[config.mk]
export PLATFORM = sky130hd
export DESIGN_NAME = uartTop
export DESIGN_NICKNAME = d
export VERILOG_FILES = /design/src/source/uartPkg.sv /design/src/source/uartRegs.sv /design/src/source/uartFifo.sv /design/src/source/uartTransmitter.sv /design/src/source/uartReceiver.sv /design/src/source/uartTimeout.sv /design/src/source/uartTop.sv
export SDC_FILE = /design/constraint.sdc
export NUM_CORES = 1
export LEC_CHECK = 0
export BUFFER_PORTS_ARGS = -buffer_cell sky130_fd_sc_hd__buf_4
export CAP_MARGIN = 20
export CORE_MARGIN = 3
export CORE_UTILIZATION = 35
export DETAILED_ROUTE_END_ITERATION = 8
export GPL_TIMING_DRIVEN = 1
export PLACE_DENSITY = 0.54
export SLEW_MARGIN = 25
export SYNTH_ARGS = -nofsm -noshare
export SYNTH_HDL_FRONTEND = slang
export SYNTH_SLANG_ARGS = --single-unit
export TNS_END_PERCENT = 1
[constraint.sdc]
create_clock -name clkH -period 3.2 [get_ports clkH]
set_input_delay 0.16 -clock clkH [delete_from_list [all_inputs] [get_ports clkH]]
set_output_delay 0.16 -clock clkH [all_outputs]
set_load 0.02 [all_outputs]
[src/source/uartPkg.sv]
`default_nettype none

package uartPkg;

  // FIFO geometry
  localparam int FifoDepth = 4;
  localparam int FifoAddrLen = 2;

  typedef logic [7:0] byteT;
  typedef logic [15:0] baudT;
  typedef logic [15:0] timerT;
  typedef logic [1:0] regAddrT;

  // Register map
  localparam regAddrT AddrCtrl = 2'd0;
  localparam regAddrT AddrBaud = 2'd1;
  localparam regAddrT AddrData = 2'd2;
  localparam regAddrT AddrTimeout = 2'd3;

  // Timeout tick sources
  localparam logic [1:0] TimerSrcStop = 2'd0;
  localparam logic [1:0] TimerSrc1K = 2'd1;
  localparam logic [1:0] TimerSrc1M = 2'd2;
  localparam logic [1:0] TimerSrcClk = 2'd3;

  typedef struct packed {
    logic write;
    regAddrT addr;
    logic [15:0] wdata;
  } busReqT;

  typedef struct packed {
    logic txEn;
    logic rxEn;
    logic [1:0] timerSrc;
    logic twoStop;
    logic timerAutoRestart;
    logic [1:0] irqEn;
  } uartCtrlT;

  typedef struct packed {
    logic canWrite;
    logic canRead;
  } fifoFlagsT;

  typedef enum logic [1:0] {RxIdle, RxStart, RxData, RxStop} rxStateT;

endpackage

`default_nettype wire

[src/source/uartRegs.sv]
`timescale 1ns/1ps
`default_nettype none

module uartRegs (
  input wire clkH,
  input wire reset,
  input wire req,
  input wire uartPkg::busReqT busReq,
  input wire uartPkg::fifoFlagsT txFlags,
  input wire uartPkg::fifoFlagsT rxFlags,
  input wire uartPkg::byteT rxHead,
  input wire sendBusy,
  input wire uartPkg::timerT timerThis,
  input wire timerNz,
  output logic ack,
  output logic [15:0] rdata,
  output uartPkg::uartCtrlT ctrl,
  output uartPkg::baudT baud,
  output logic txPush,
  output logic rxPop,
  output logic timerLoad,
  output logic irq
);
  import uartPkg::*;

  logic accept;
  logic isData;
  logic [15:0] readValue;

  // A new request is taken on the edge that raises ack
  assign accept = req & ~ack;
  assign isData = (busReq.addr == AddrData);

  // One-shot strobes, a single cycle wide
  assign txPush = accept & busReq.write & isData;
  assign rxPop = accept & ~busReq.write & isData;
  assign timerLoad = accept & busReq.write & (busReq.addr == AddrTimeout);

  always_comb begin
    case (busReq.addr)
      AddrCtrl: begin
        readValue = {8'h00, ctrl.txEn, ctrl.rxEn, 1'b0, timerNz, sendBusy, 1'b0,
                     txFlags.canWrite, rxFlags.canRead};
      end
      AddrBaud: readValue = baud;
      AddrData: readValue = rxFlags.canRead ? {8'h00, rxHead} : 16'h0000;
      // Timeout count
      default: readValue = timerThis;
    endcase
  end

  always_ff @(posedge clkH) begin
    if (reset) begin
      ack <= 1'b0;
      ctrl <= '0;
      baud <= '0;
    end else begin
      if (accept) begin
        ack <= 1'b1;
      end else if (!req) begin
        ack <= 1'b0;
      end
      if (accept && busReq.write && busReq.addr == AddrCtrl) begin
        ctrl <= busReq.wdata[7:0];
      end
      if (accept && busReq.write && busReq.addr == AddrBaud) begin
        baud <= busReq.wdata;
      end
    end
  end

  // Read data is held for the whole ack phase
  always_ff @(posedge clkH) begin
    if (accept) begin
      rdata <= readValue;
    end
  end

  // Level interrupt from the enabled FIFO flags
  assign irq = |({txFlags.canWrite, rxFlags.canRead} & ctrl.irqEn);

endmodule

`default_nettype wire

[src/source/uartFifo.sv]
`timescale 1ns/1ps
`default_nettype none

module uartFifo (
  input wire clkH,
  input wire reset,
  input wire push,
  input wire uartPkg::byteT pushData,
  input wire pop,
  output uartPkg::byteT head,
  output uartPkg::fifoFlagsT flags
);
  import uartPkg::*;

  byteT mem [FifoDepth];
  logic [FifoAddrLen-1:0] rdPtr;
  logic [FifoAddrLen-1:0] wrPtr;
  logic [FifoAddrLen:0] count;
  logic full;
  logic empty;
  logic doPush;
  logic doPop;

  assign full = (count == (FifoAddrLen + 1)'(FifoDepth));
  assign empty = (count == '0);

  // Overflow and underflow requests are dropped
  assign doPush = push & ~full;
  assign doPop = pop & ~empty;

  always_ff @(posedge clkH) begin
    if (reset) begin
      rdPtr <= '0;
      wrPtr <= '0;
      count <= '0;
    end else begin
      if (doPush) begin
        wrPtr <= wrPtr + 1'b1;
      end
      if (doPop) begin
        rdPtr <= rdPtr + 1'b1;
      end
      if (doPush && !doPop) begin
        count <= count + 1'b1;
      end else if (doPop && !doPush) begin
        count <= count - 1'b1;
      end
    end
  end

  always_ff @(posedge clkH) begin
    if (doPush) begin
      mem[wrPtr] <= pushData;
    end
  end

  assign head = mem[rdPtr];
  assign flags.canWrite = ~full;
  assign flags.canRead = ~empty;

endmodule

`default_nettype wire

[src/source/uartTransmitter.sv]
`timescale 1ns/1ps
`default_nettype none

module uartTransmitter (
  input wire clkH,
  input wire reset,
  input wire uartPkg::uartCtrlT ctrl,
  input wire uartPkg::baudT baud,
  input wire ready,
  input wire uartPkg::byteT data,
  output logic pop,
  output logic txPin,
  output logic sendBusy
);
  import uartPkg::*;

  // Start bit, 8 data bits LSB first, up to two stop bits
  logic [10:0] shiftReg;
  logic [3:0] bitsLeft;
  baudT baudCnt;
  logic bitDone;

  // Take the FIFO head only when idle and enabled
  assign pop = ~sendBusy & ctrl.txEn & ready;
  assign bitDone = (baudCnt == '0);

  always_ff @(posedge clkH) begin
    if (reset) begin
      sendBusy <= 1'b0;
      bitsLeft <= '0;
      baudCnt <= '0;
    end else if (pop) begin
      sendBusy <= 1'b1;
      bitsLeft <= ctrl.twoStop ? 4'd11 : 4'd10;
      baudCnt <= baud - 16'd1;
    end else if (sendBusy) begin
      if (bitDone) begin
        baudCnt <= baud - 16'd1;
        bitsLeft <= bitsLeft - 4'd1;
        // Last stop bit has run its full length
        if (bitsLeft == 4'd1) begin
          sendBusy <= 1'b0;
        end
      end else begin
        baudCnt <= baudCnt - 16'd1;
      end
    end
  end

  always_ff @(posedge clkH) begin
    if (pop) begin
      shiftReg <= {2'b11, data, 1'b0};
    end else if (sendBusy && bitDone) begin
      shiftReg <= {1'b1, shiftReg[10:1]};
    end
  end

  // Line idles high between frames
  assign txPin = ~sendBusy | shiftReg[0];

endmodule

`default_nettype wire

[src/source/uartReceiver.sv]
`timescale 1ns/1ps
`default_nettype none

module uartReceiver (
  input wire clkH,
  input wire reset,
  input wire uartPkg::uartCtrlT ctrl,
  input wire uartPkg::baudT baud,
  input wire rxPin,
  output uartPkg::byteT rxByte,
  output logic rxByteValid
);
  import uartPkg::*;

  // Two synchronizer stages plus one stage of history for edge detect
  logic [2:0] rxSync;
  logic rxIn;
  logic fallEdge;
  rxStateT state;
  baudT baudCnt;
  logic [2:0] bitIdx;
  byteT shiftReg;
  logic sampleNow;

  assign rxIn = rxSync[1];
  assign fallEdge = rxSync[2] & ~rxSync[1];
  assign sampleNow = (baudCnt == '0);

  always_ff @(posedge clkH) begin
    if (reset) begin
      rxSync <= 3'b111;
    end else begin
      rxSync <= {rxSync[1:0], rxPin};
    end
  end

  always_ff @(posedge clkH) begin
    if (reset) begin
      state <= RxIdle;
      baudCnt <= '0;
      bitIdx <= '0;
      rxByteValid <= 1'b0;
    end else begin
      rxByteValid <= 1'b0;
      if (!ctrl.rxEn) begin
        state <= RxIdle;
      end else begin
        baudCnt <= baudCnt - 16'd1;
        case (state)
          RxIdle: begin
            if (fallEdge) begin
              state <= RxStart;
              baudCnt <= (baud >> 1) - 16'd1;
            end
          end
          // Half a bit to reach the middle of the start bit
          RxStart: begin
            if (sampleNow) begin
              state <= RxData;
              baudCnt <= baud - 16'd1;
              bitIdx <= '0;
            end
          end
          RxData: begin
            if (sampleNow) begin
              baudCnt <= baud - 16'd1;
              bitIdx <= bitIdx + 3'd1;
              if (bitIdx == 3'd7) begin
                state <= RxStop;
              end
            end
          end
          // Stop bit level is not checked
          default: begin
            if (sampleNow) begin
              state <= RxIdle;
              rxByteValid <= 1'b1;
            end
          end
        endcase
      end
    end
  end

  // LSB arrives first
  always_ff @(posedge clkH) begin
    if (state == RxData && sampleNow) begin
      shiftReg <= {rxIn, shiftReg[7:1]};
    end
  end

  assign rxByte = shiftReg;

endmodule

`default_nettype wire

[src/source/uartTimeout.sv]
`timescale 1ns/1ps
`default_nettype none

module uartTimeout (
  input wire clkH,
  input wire reset,
  input wire uartPkg::uartCtrlT ctrl,
  input wire sync1M,
  input wire sync1K,
  input wire load,
  input wire uartPkg::timerT loadValue,
  input wire restart,
  output uartPkg::timerT timerThis,
  output logic timerNz
);
  import uartPkg::*;

  timerT reload;
  logic tick;

  always_comb begin
    case (ctrl.timerSrc)
      TimerSrcStop: tick = 1'b0;
      TimerSrc1K: tick = sync1K;
      TimerSrc1M: tick = sync1M;
      TimerSrcClk: tick = 1'b1;
      default: tick = 1'b0;
    endcase
  end

  always_ff @(posedge clkH) begin
    if (reset) begin
      reload <= '0;
      timerThis <= '0;
    end else if (load) begin
      reload <= loadValue;
      timerThis <= loadValue;
    end else if (restart && ctrl.timerAutoRestart) begin
      // Line activity pushes the deadline out again
      timerThis <= reload;
    end else if (tick && timerNz) begin
      timerThis <= timerThis - 16'd1;
    end
  end

  assign timerNz = (timerThis != '0);

endmodule

`default_nettype wire

[src/source/uartTop.sv]
`timescale 1ns/1ps
`default_nettype none

module uartTop (
  input wire clkH,
  input wire reset,
  input wire req,
  input wire uartPkg::busReqT busReq,
  input wire sync1M,
  input wire sync1K,
  input wire rxPin,
  output logic ack,
  output logic [15:0] rdata,
  output logic irq,
  output logic txPin,
  output logic sendBusy
);
  import uartPkg::*;

  uartCtrlT ctrl;
  baudT baud;
  fifoFlagsT txFlags;
  fifoFlagsT rxFlags;
  byteT txHead;
  byteT rxHead;
  byteT rxByte;
  timerT timerThis;
  logic txPush;
  logic rxPop;
  logic txPop;
  logic timerLoad;
  logic timerNz;
  logic rxByteValid;

  uartRegs regs (
    .clkH(clkH), .reset(reset), .req(req), .busReq(busReq),
    .txFlags(txFlags), .rxFlags(rxFlags), .rxHead(rxHead), .sendBusy(sendBusy),
    .timerThis(timerThis), .timerNz(timerNz), .ack(ack), .rdata(rdata),
    .ctrl(ctrl), .baud(baud), .txPush(txPush), .rxPop(rxPop),
    .timerLoad(timerLoad), .irq(irq)
  );

  uartFifo txFifo (
    .clkH(clkH), .reset(reset), .push(txPush), .pushData(busReq.wdata[7:0]),
    .pop(txPop), .head(txHead), .flags(txFlags)
  );

  uartFifo rxFifo (
    .clkH(clkH), .reset(reset), .push(rxByteValid), .pushData(rxByte),
    .pop(rxPop), .head(rxHead), .flags(rxFlags)
  );

  uartTransmitter transmitter (
    .clkH(clkH), .reset(reset), .ctrl(ctrl), .baud(baud),
    .ready(txFlags.canRead), .data(txHead), .pop(txPop), .txPin(txPin),
    .sendBusy(sendBusy)
  );

  uartReceiver receiver (
    .clkH(clkH), .reset(reset), .ctrl(ctrl), .baud(baud), .rxPin(rxPin),
    .rxByte(rxByte), .rxByteValid(rxByteValid)
  );

  // Any traffic on either line restarts the timer
  uartTimeout timer (
    .clkH(clkH), .reset(reset), .ctrl(ctrl), .sync1M(sync1M), .sync1K(sync1K),
    .load(timerLoad), .loadValue(busReq.wdata), .restart(sendBusy | rxByteValid),
    .timerThis(timerThis), .timerNz(timerNz)
  );

endmodule

`default_nettype wire

[Word-level counts from Yosys, hierarchy flattened]
Memories as Yosys holds them, arrays and structs flattened. A register that Yosys moved wholly into a read port is not among the register bits.
Cells that the tools add are included.
Word-level totals
  bits in registers: 150
  bits in writable memories: 64
  input bits: 25
  output and inout bits: 20
  logic and storage cells: 171
  memories: 2
Cells by class
  add/subtract/negate cells: 15
  equality and inequality tests: 17
  mux-type cells: 46
  bitwise operators: 25
  reduce and logical (&&, ||, !) cells: 38
Memory list
  rxFifo.mem: words 4, bits a word 8, read ports 1, clocked after memory_dff 1, write ports 1, RTL line uartFifo.sv:15  | byteT mem [FifoDepth];
  txFifo.mem: words 4, bits a word 8, read ports 1, clocked after memory_dff 1, write ports 1, RTL line uartFifo.sv:15
Operators with widths (number)
  $mux W16: 8
  $sub A16 B1 Y16 const B: 4
  $pmux W16 S3: 1
  $logic_not A16 Y1: 2
  $pmux W16 S2: 1
  $mux W2: 9
  $mux W3: 6
  $mux W9: 2
  $reduce_bool A16 Y1: 1
  $sub A15 B1 Y16 const B: 1
  $reduce_bool A2 Y1: 7
  $and A1 B1 Y1: 13
  $mux W1: 12
  $mux W4: 3
  $logic_and A1 B1 Y1: 11
  $eq A2 B2 Y1 const B: 5
  $ne A2 B1 Y1 const B: 5
  $add A3 B1 Y3 const B: 3
  $eq A3 B3 Y1 const B: 3
  $not A1 Y1: 9
  $add A2 B1 Y2 const B: 4
  $mux W8: 1
  $eq A2 B1 Y1 const B: 3
  $logic_not A2 Y1: 3
  16 further kinds: 24

[Depth between registers and ports, before layout]
  depth after elaboration: 9
  depth in mapped cells: 11
  depth with buffers taken out: 10

[Hierarchy]
Synthesis repeated with hierarchy kept, for this count alone.
Second synthesis, totals
  cells, all modules: 1110
  area total of the unflattened synthesis: 11508.5 sq um
Modules (own cells, without submodules)
  uartFifo: times used 2, cells each 90, area an instance 1637.8 sq um, sequential area each 1141.1 sq um
  uartReceiver: times used 1, cells each 321, area an instance 2647.5 sq um, sequential area each 740.7 sq um
  uartRegs: times used 1, cells each 179, area an instance 1970.6 sq um, sequential area each 980.9 sq um
  uartTransmitter: times used 1, cells each 217, area an instance 1869.3 sq um, sequential area each 680.7 sq um
  uartTimeout: times used 1, cells each 212, area an instance 1739.2 sq um, sequential area each 640.6 sq um
  uartTop: times used 1, cells each 1, area an instance 6.3 sq um, sequential area each 0.0 sq um

[Least setup slack after synthesis]
No wires, ideal clock.
  path type: register to register
  start: register regs.ack
  end: register txFifo.count[2]
  library setup time: 0.070 ns
  arrival time: 3.324 ns
  data required time: 3.130 ns
  path slack: -0.194 ns
  cell stages (with the launch flop): 10
  buffers on the path: 0
  clock period less this slack: 3.394 ns
  cells stage by stage: dfxtp_1 nor2b_1 nand2_1 nor3_1 ha_1 inv_1 fa_1 xor2_1 or3_1 a21oi_1
On the way
  longest elaborated chain between the ends: 8
  elaborated cells on any way between the ends: 10
  those cells by class: 1 x mux; 5 x bitwise; 4 x reduce/logical
RTL lines
  start: declaration: RTL line uartRegs.sv:15  | output logic ack,
  start signal: assignment: RTL line uartRegs.sv:54  | ack <= 1'b0;
  start signal: assignment: RTL line uartRegs.sv:59  | ack <= 1'b1;
  start signal: assignment: RTL line uartRegs.sv:61  | ack <= 1'b0;
  $not A1 Y1 (*): RTL line uartRegs.sv:31  | assign accept = req & ~ack;
  $and A1 B1 Y1 (*): RTL line uartRegs.sv:31
  named net regs.accept: RTL line uartRegs.sv:26  | logic accept;
  $and A1 B1 Y1 (*) (2 in a row): RTL line uartRegs.sv:35  | assign txPush = accept & busReq.write & isData;
  $and A1 B1 Y1 (*): RTL line uartFifo.sv:28  | assign doPush = push & ~full;
  named net txFifo.doPush: RTL line uartFifo.sv:21  | logic doPush;
  $logic_not A1 Y1: RTL line uartFifo.sv:45  | end else if (doPop && !doPush) begin
  $logic_and A1 B1 Y1: RTL line uartFifo.sv:45
  $reduce_bool A2 Y1 (no source line)
  end signal: assignment: RTL line uartFifo.sv:44  | count <= count + 1'b1;
  end signal: assignment: RTL line uartFifo.sv:46  | count <= count - 1'b1;
  end: declaration: RTL line uartFifo.sv:18  | logic [FifoAddrLen:0] count;
Mark *: on every way through the listed nets, which the timed path passes. The rest lies on a longest branch.
A chain may end at the register's enable or synchronous reset.

[Worst setup path in the final report]
  start: register regs.baud[1]
  end: register receiver.baudCnt[15]
On the way
  longest elaborated chain between the ends: 3
  elaborated cells on any way between the ends: 5
  those cells by class: 2 x add/sub; 3 x mux
RTL lines
  start: declaration: RTL line uartRegs.sv:18  | output uartPkg::baudT baud,
  start signal: assignment: RTL line uartRegs.sv:67  | baud <= busReq.wdata;
  $sub A16 B1 Y16 or $sub A15 B1 Y16 (tied branches): RTL line uartReceiver.sv:60, uartReceiver.sv:66, uartReceiver.sv:53
  $mux W16, on equally long branches: RTL line uartReceiver.sv:58, uartReceiver.sv:65, uartReceiver.sv:51
  $pmux W16 S2 (*): RTL line uartReceiver.sv:49  | case (state)
  end signal: assignment: RTL line uartReceiver.sv:48  | baudCnt <= baudCnt - 16'd1;
  end signal: assignment: RTL line uartReceiver.sv:60  | baudCnt <= baud - 16'd1;
  end signal: assignment: RTL line uartReceiver.sv:66  | baudCnt <= baud - 16'd1;
  end: declaration: RTL line uartReceiver.sv:20  | baudT baudCnt;
Every way passes the cells marked *; elsewhere a longest branch is shown, timed or not.

==> reports/metrics.cfg <==
[detailed_routing]
drtPass1Iterations=5
wire_per_inst_um=18.35
viasPerCell=5.342
ant_nets=0
drtIter0Drc=613
num_vias=8056
routed_wl_um=27670
drc=0

[pwr]
leakage_nw=4.516
p_per_area_nw_per_um2=539.6
internal_power_mw=5.114
switching_power_mw=1.603
vdd_drop_max_mv=0.3740
clockPowerShare_pct=46.1
seq_power_share_pct=44.6
combPwrFrac_pct=9.3
swShare_pct=23.86

[global_routing]
grt_max_degree=98
grt_pass1_vias=7918
antenna_found_initial=0
grt_usage_pct=16.83
grt_pass1_wl_um=44690
overflow=0

[setup_path]
critPathMaxFanout=9
crit_chain=inv_1, ha_1, a21boi_0, nand2_1, nor4_1, xor2_1, a221oi_1, nor3_2
arrival_ps=3030
cp.required_ps=3590
reg2reg_slack_ps=560
slowest_delay_ps=540
cp-end-kind=flip-flop
criticalPathCategory=reg -> reg
cp_slowest_cell=dfxtp_1
start_kind=flip-flop
timing.critical_path.buf_inv=1
crit_family=compound AO/OA/AOI/OAI gates

[cells_and_area]
diodes=0
synthToLayoutAreaGrowth_pct=16.71
n_fill_cell=2941
post-route-util_pct=41.77
nNetsFinal=1150
final_layout_size_suffix_gt1_share_pct=13.77

[logic_synthesis]
synth.avg_cell_area_um2=10.10
synthFlopType=dfxtp_1
syn_nets=1108
yosys_register_bits=218
synth.distinct_cells=81
syn-cell-area_um2=10660
synth-edff-count=96
ys_warn_count=0
yosysSeqAreaShare_pct=49.94
synthCells=1056
ys_async_sr_fraction_pct=0

[sta]
grt_setup_unrepaired=no
worst_pin_slew_ps=852.3
timing.fmax_mhz=378.8
hold_viol=0
finalSetupTns_ps=0
final-setup-viol-count=0
fin_skew_ps=7.936
whs_ps=152.0
post-route-min-period_ps=2640
relSlewSlack_pct=42.87
report.final.slew_viol_count=0
fin_crit_sh_pct=82.50

[flow_run]
cap_viol_max_count=0

[floorplan]
num_io_pins=45
die-area_um2=32600
die_height_um=180.6
rows=63
die_x_um=180.6
core_area_um2=29800
start_util_pct=35.79

[status]
outcome=complete, no violations

[cts]
htreeDepth=1
cts_max_path_buffers=3
numCtsBuffers=26
cts_resized=0
clk_pin_slew_ps=60
hold_buffers=20
root_buffer=clkbuf_16
cts.sinks=218
cts_setup_buffers=0
clock_latency_ps=520
cts_tree=yes

[place]
routabilityCongestion=0.8674
port_buffers=44
place.detailed.hpwl_um=19330

[hold_path]
min_path_type=in -> reg

## final timing paths
| kind | startpoint | depth (start not counted) | endpoint |
|---|---|---|---|
| setup / recovery | regs.baud[1]$_SDFFE_PP0P_ | 8 | receiver.baudCnt[15]$_SDFFE_PP0P_ |
| hold / removal | busReq[17] | 2 | regs.rdata[0]$_DFFE_PN_ |
| setup reg to reg | regs.baud[1]$_SDFFE_PP0P_ | 8 | receiver.baudCnt[15]$_SDFFE_PP0P_ |
| hold reg to reg | receiver.rxSync[0]$_SDFF_PP1_ | 1 | receiver.rxSync[1]$_SDFF_PP1_ |
## placed cells by master, fill, tap and decap left out, types with 16 or more instances in the layout
master / instances
a21oi_1: 68
buf_4: 60
clkbuf_16: 27
dfxtp_1: 122
dlygate4sd3_1: 20
edfxtp_1: 96
ha_1: 25
inv_1: 27
mux2i_1: 24
mux4_2: 16
nand2_1: 127
nand3_1: 21
nor2_1: 100
nor3_1: 33
o21ai_0: 29
xnor2_1: 18
xor2_1: 31
## routing by layer
layer	global-route usage, %	wire, um
met1	24.57	13580
met2	26.31	12280
met3	2.402	1135
met4	4.452	680
met5	0	0
## registers in the layout (all words and copies together) (netlist names), 8 cells and up, named ones only
register / count
timer.reload: 16
rxFifo.mem: 32
regs.ctrl: 8
transmitter.shiftReg: 9
receiver.baudCnt: 16
regs.baud: 16
receiver.rxByte: 8
transmitter.baudCnt: 16
txFifo.mem: 32
regs.rdata: 16
timer.timerThis: 16
## power groups by stage
stage | Sequential (mW) | Clock (mW) | Combinational [mW]
floorplan | 3.04 | 0 | 0.423
global placement | 3.05 | 0 | 0.605
detailed placement | 3.05 | 0 | 0.607
CTS | 2.99 | 3.17 | 0.629
global route | 3.00 | 3.30 | 0.700
finish | 2.99 | 3.10 | 0.626
## cell usage after synthesis, types with 13 or more instances
cell type | instances | area (um2)
a21oi_1 | 68 | 340.3
nand2_1 | 127 | 476.7
nor2b_1 | 15 | 93.84
xnor2_1 | 18 | 157.7
xor2_1 | 31 | 271.5
inv_1 | 27 | 101.4
dfxtp_1 | 122 | 2442
nor2_1 | 101 | 379.1
nor3_1 | 33 | 165.2
a22o_1 | 13 | 113.9
edfxtp_1 | 96 | 2883
mux2i_1 | 24 | 240.2
clkbuf_1 | 48 | 180.2
nand3_1 | 21 | 105.1
mux4_2 | 16 | 360.4
o21ai_0 | 30 | 150.1
nor4_1 | 14 | 87.58
ha_1 | 25 | 312.8
## final cells by class
type                            count  area, um2  share of cell area, %
Multi-Input combinational cell    743       4952                  39.79
Timing Repair Buffer               81      670.6                  5.389
Inverter                           28      105.1                 0.8445
Clock inverter                     14      172.7                  1.387
Tap cell                          390      488.0                  3.921
Clock buffer                       34      732.0                  5.881
Sequential cell                   218       5325                  42.79
## cell families after synthesis
kind of cell | after synthesis | share of synthesized area (%)
flops | 218 | 49.94
buf+inv | 95 | 3.731
xor+xnor | 49 | 4.024
compound gates | 214 | 13.46
mux | 41 | 5.737
simple gates | 412 | 19.81
fa+ha+maj | 27 | 3.309
## metrics by stage
stage               setup WS [ps]  area, um2  total power, mW  std cells
finish                      560.0      12450            6.716       1508
global route                247.4      12450            6.999       1508
CTS                         375.2      12440            6.791       1508
detailed placement          383.5      11340            3.658       1440
global placement            490.8      11340            3.657       1440
floorplan                   194.3      10670            3.464       1056
Note: power is estimated with default switching activity, not from simulation.
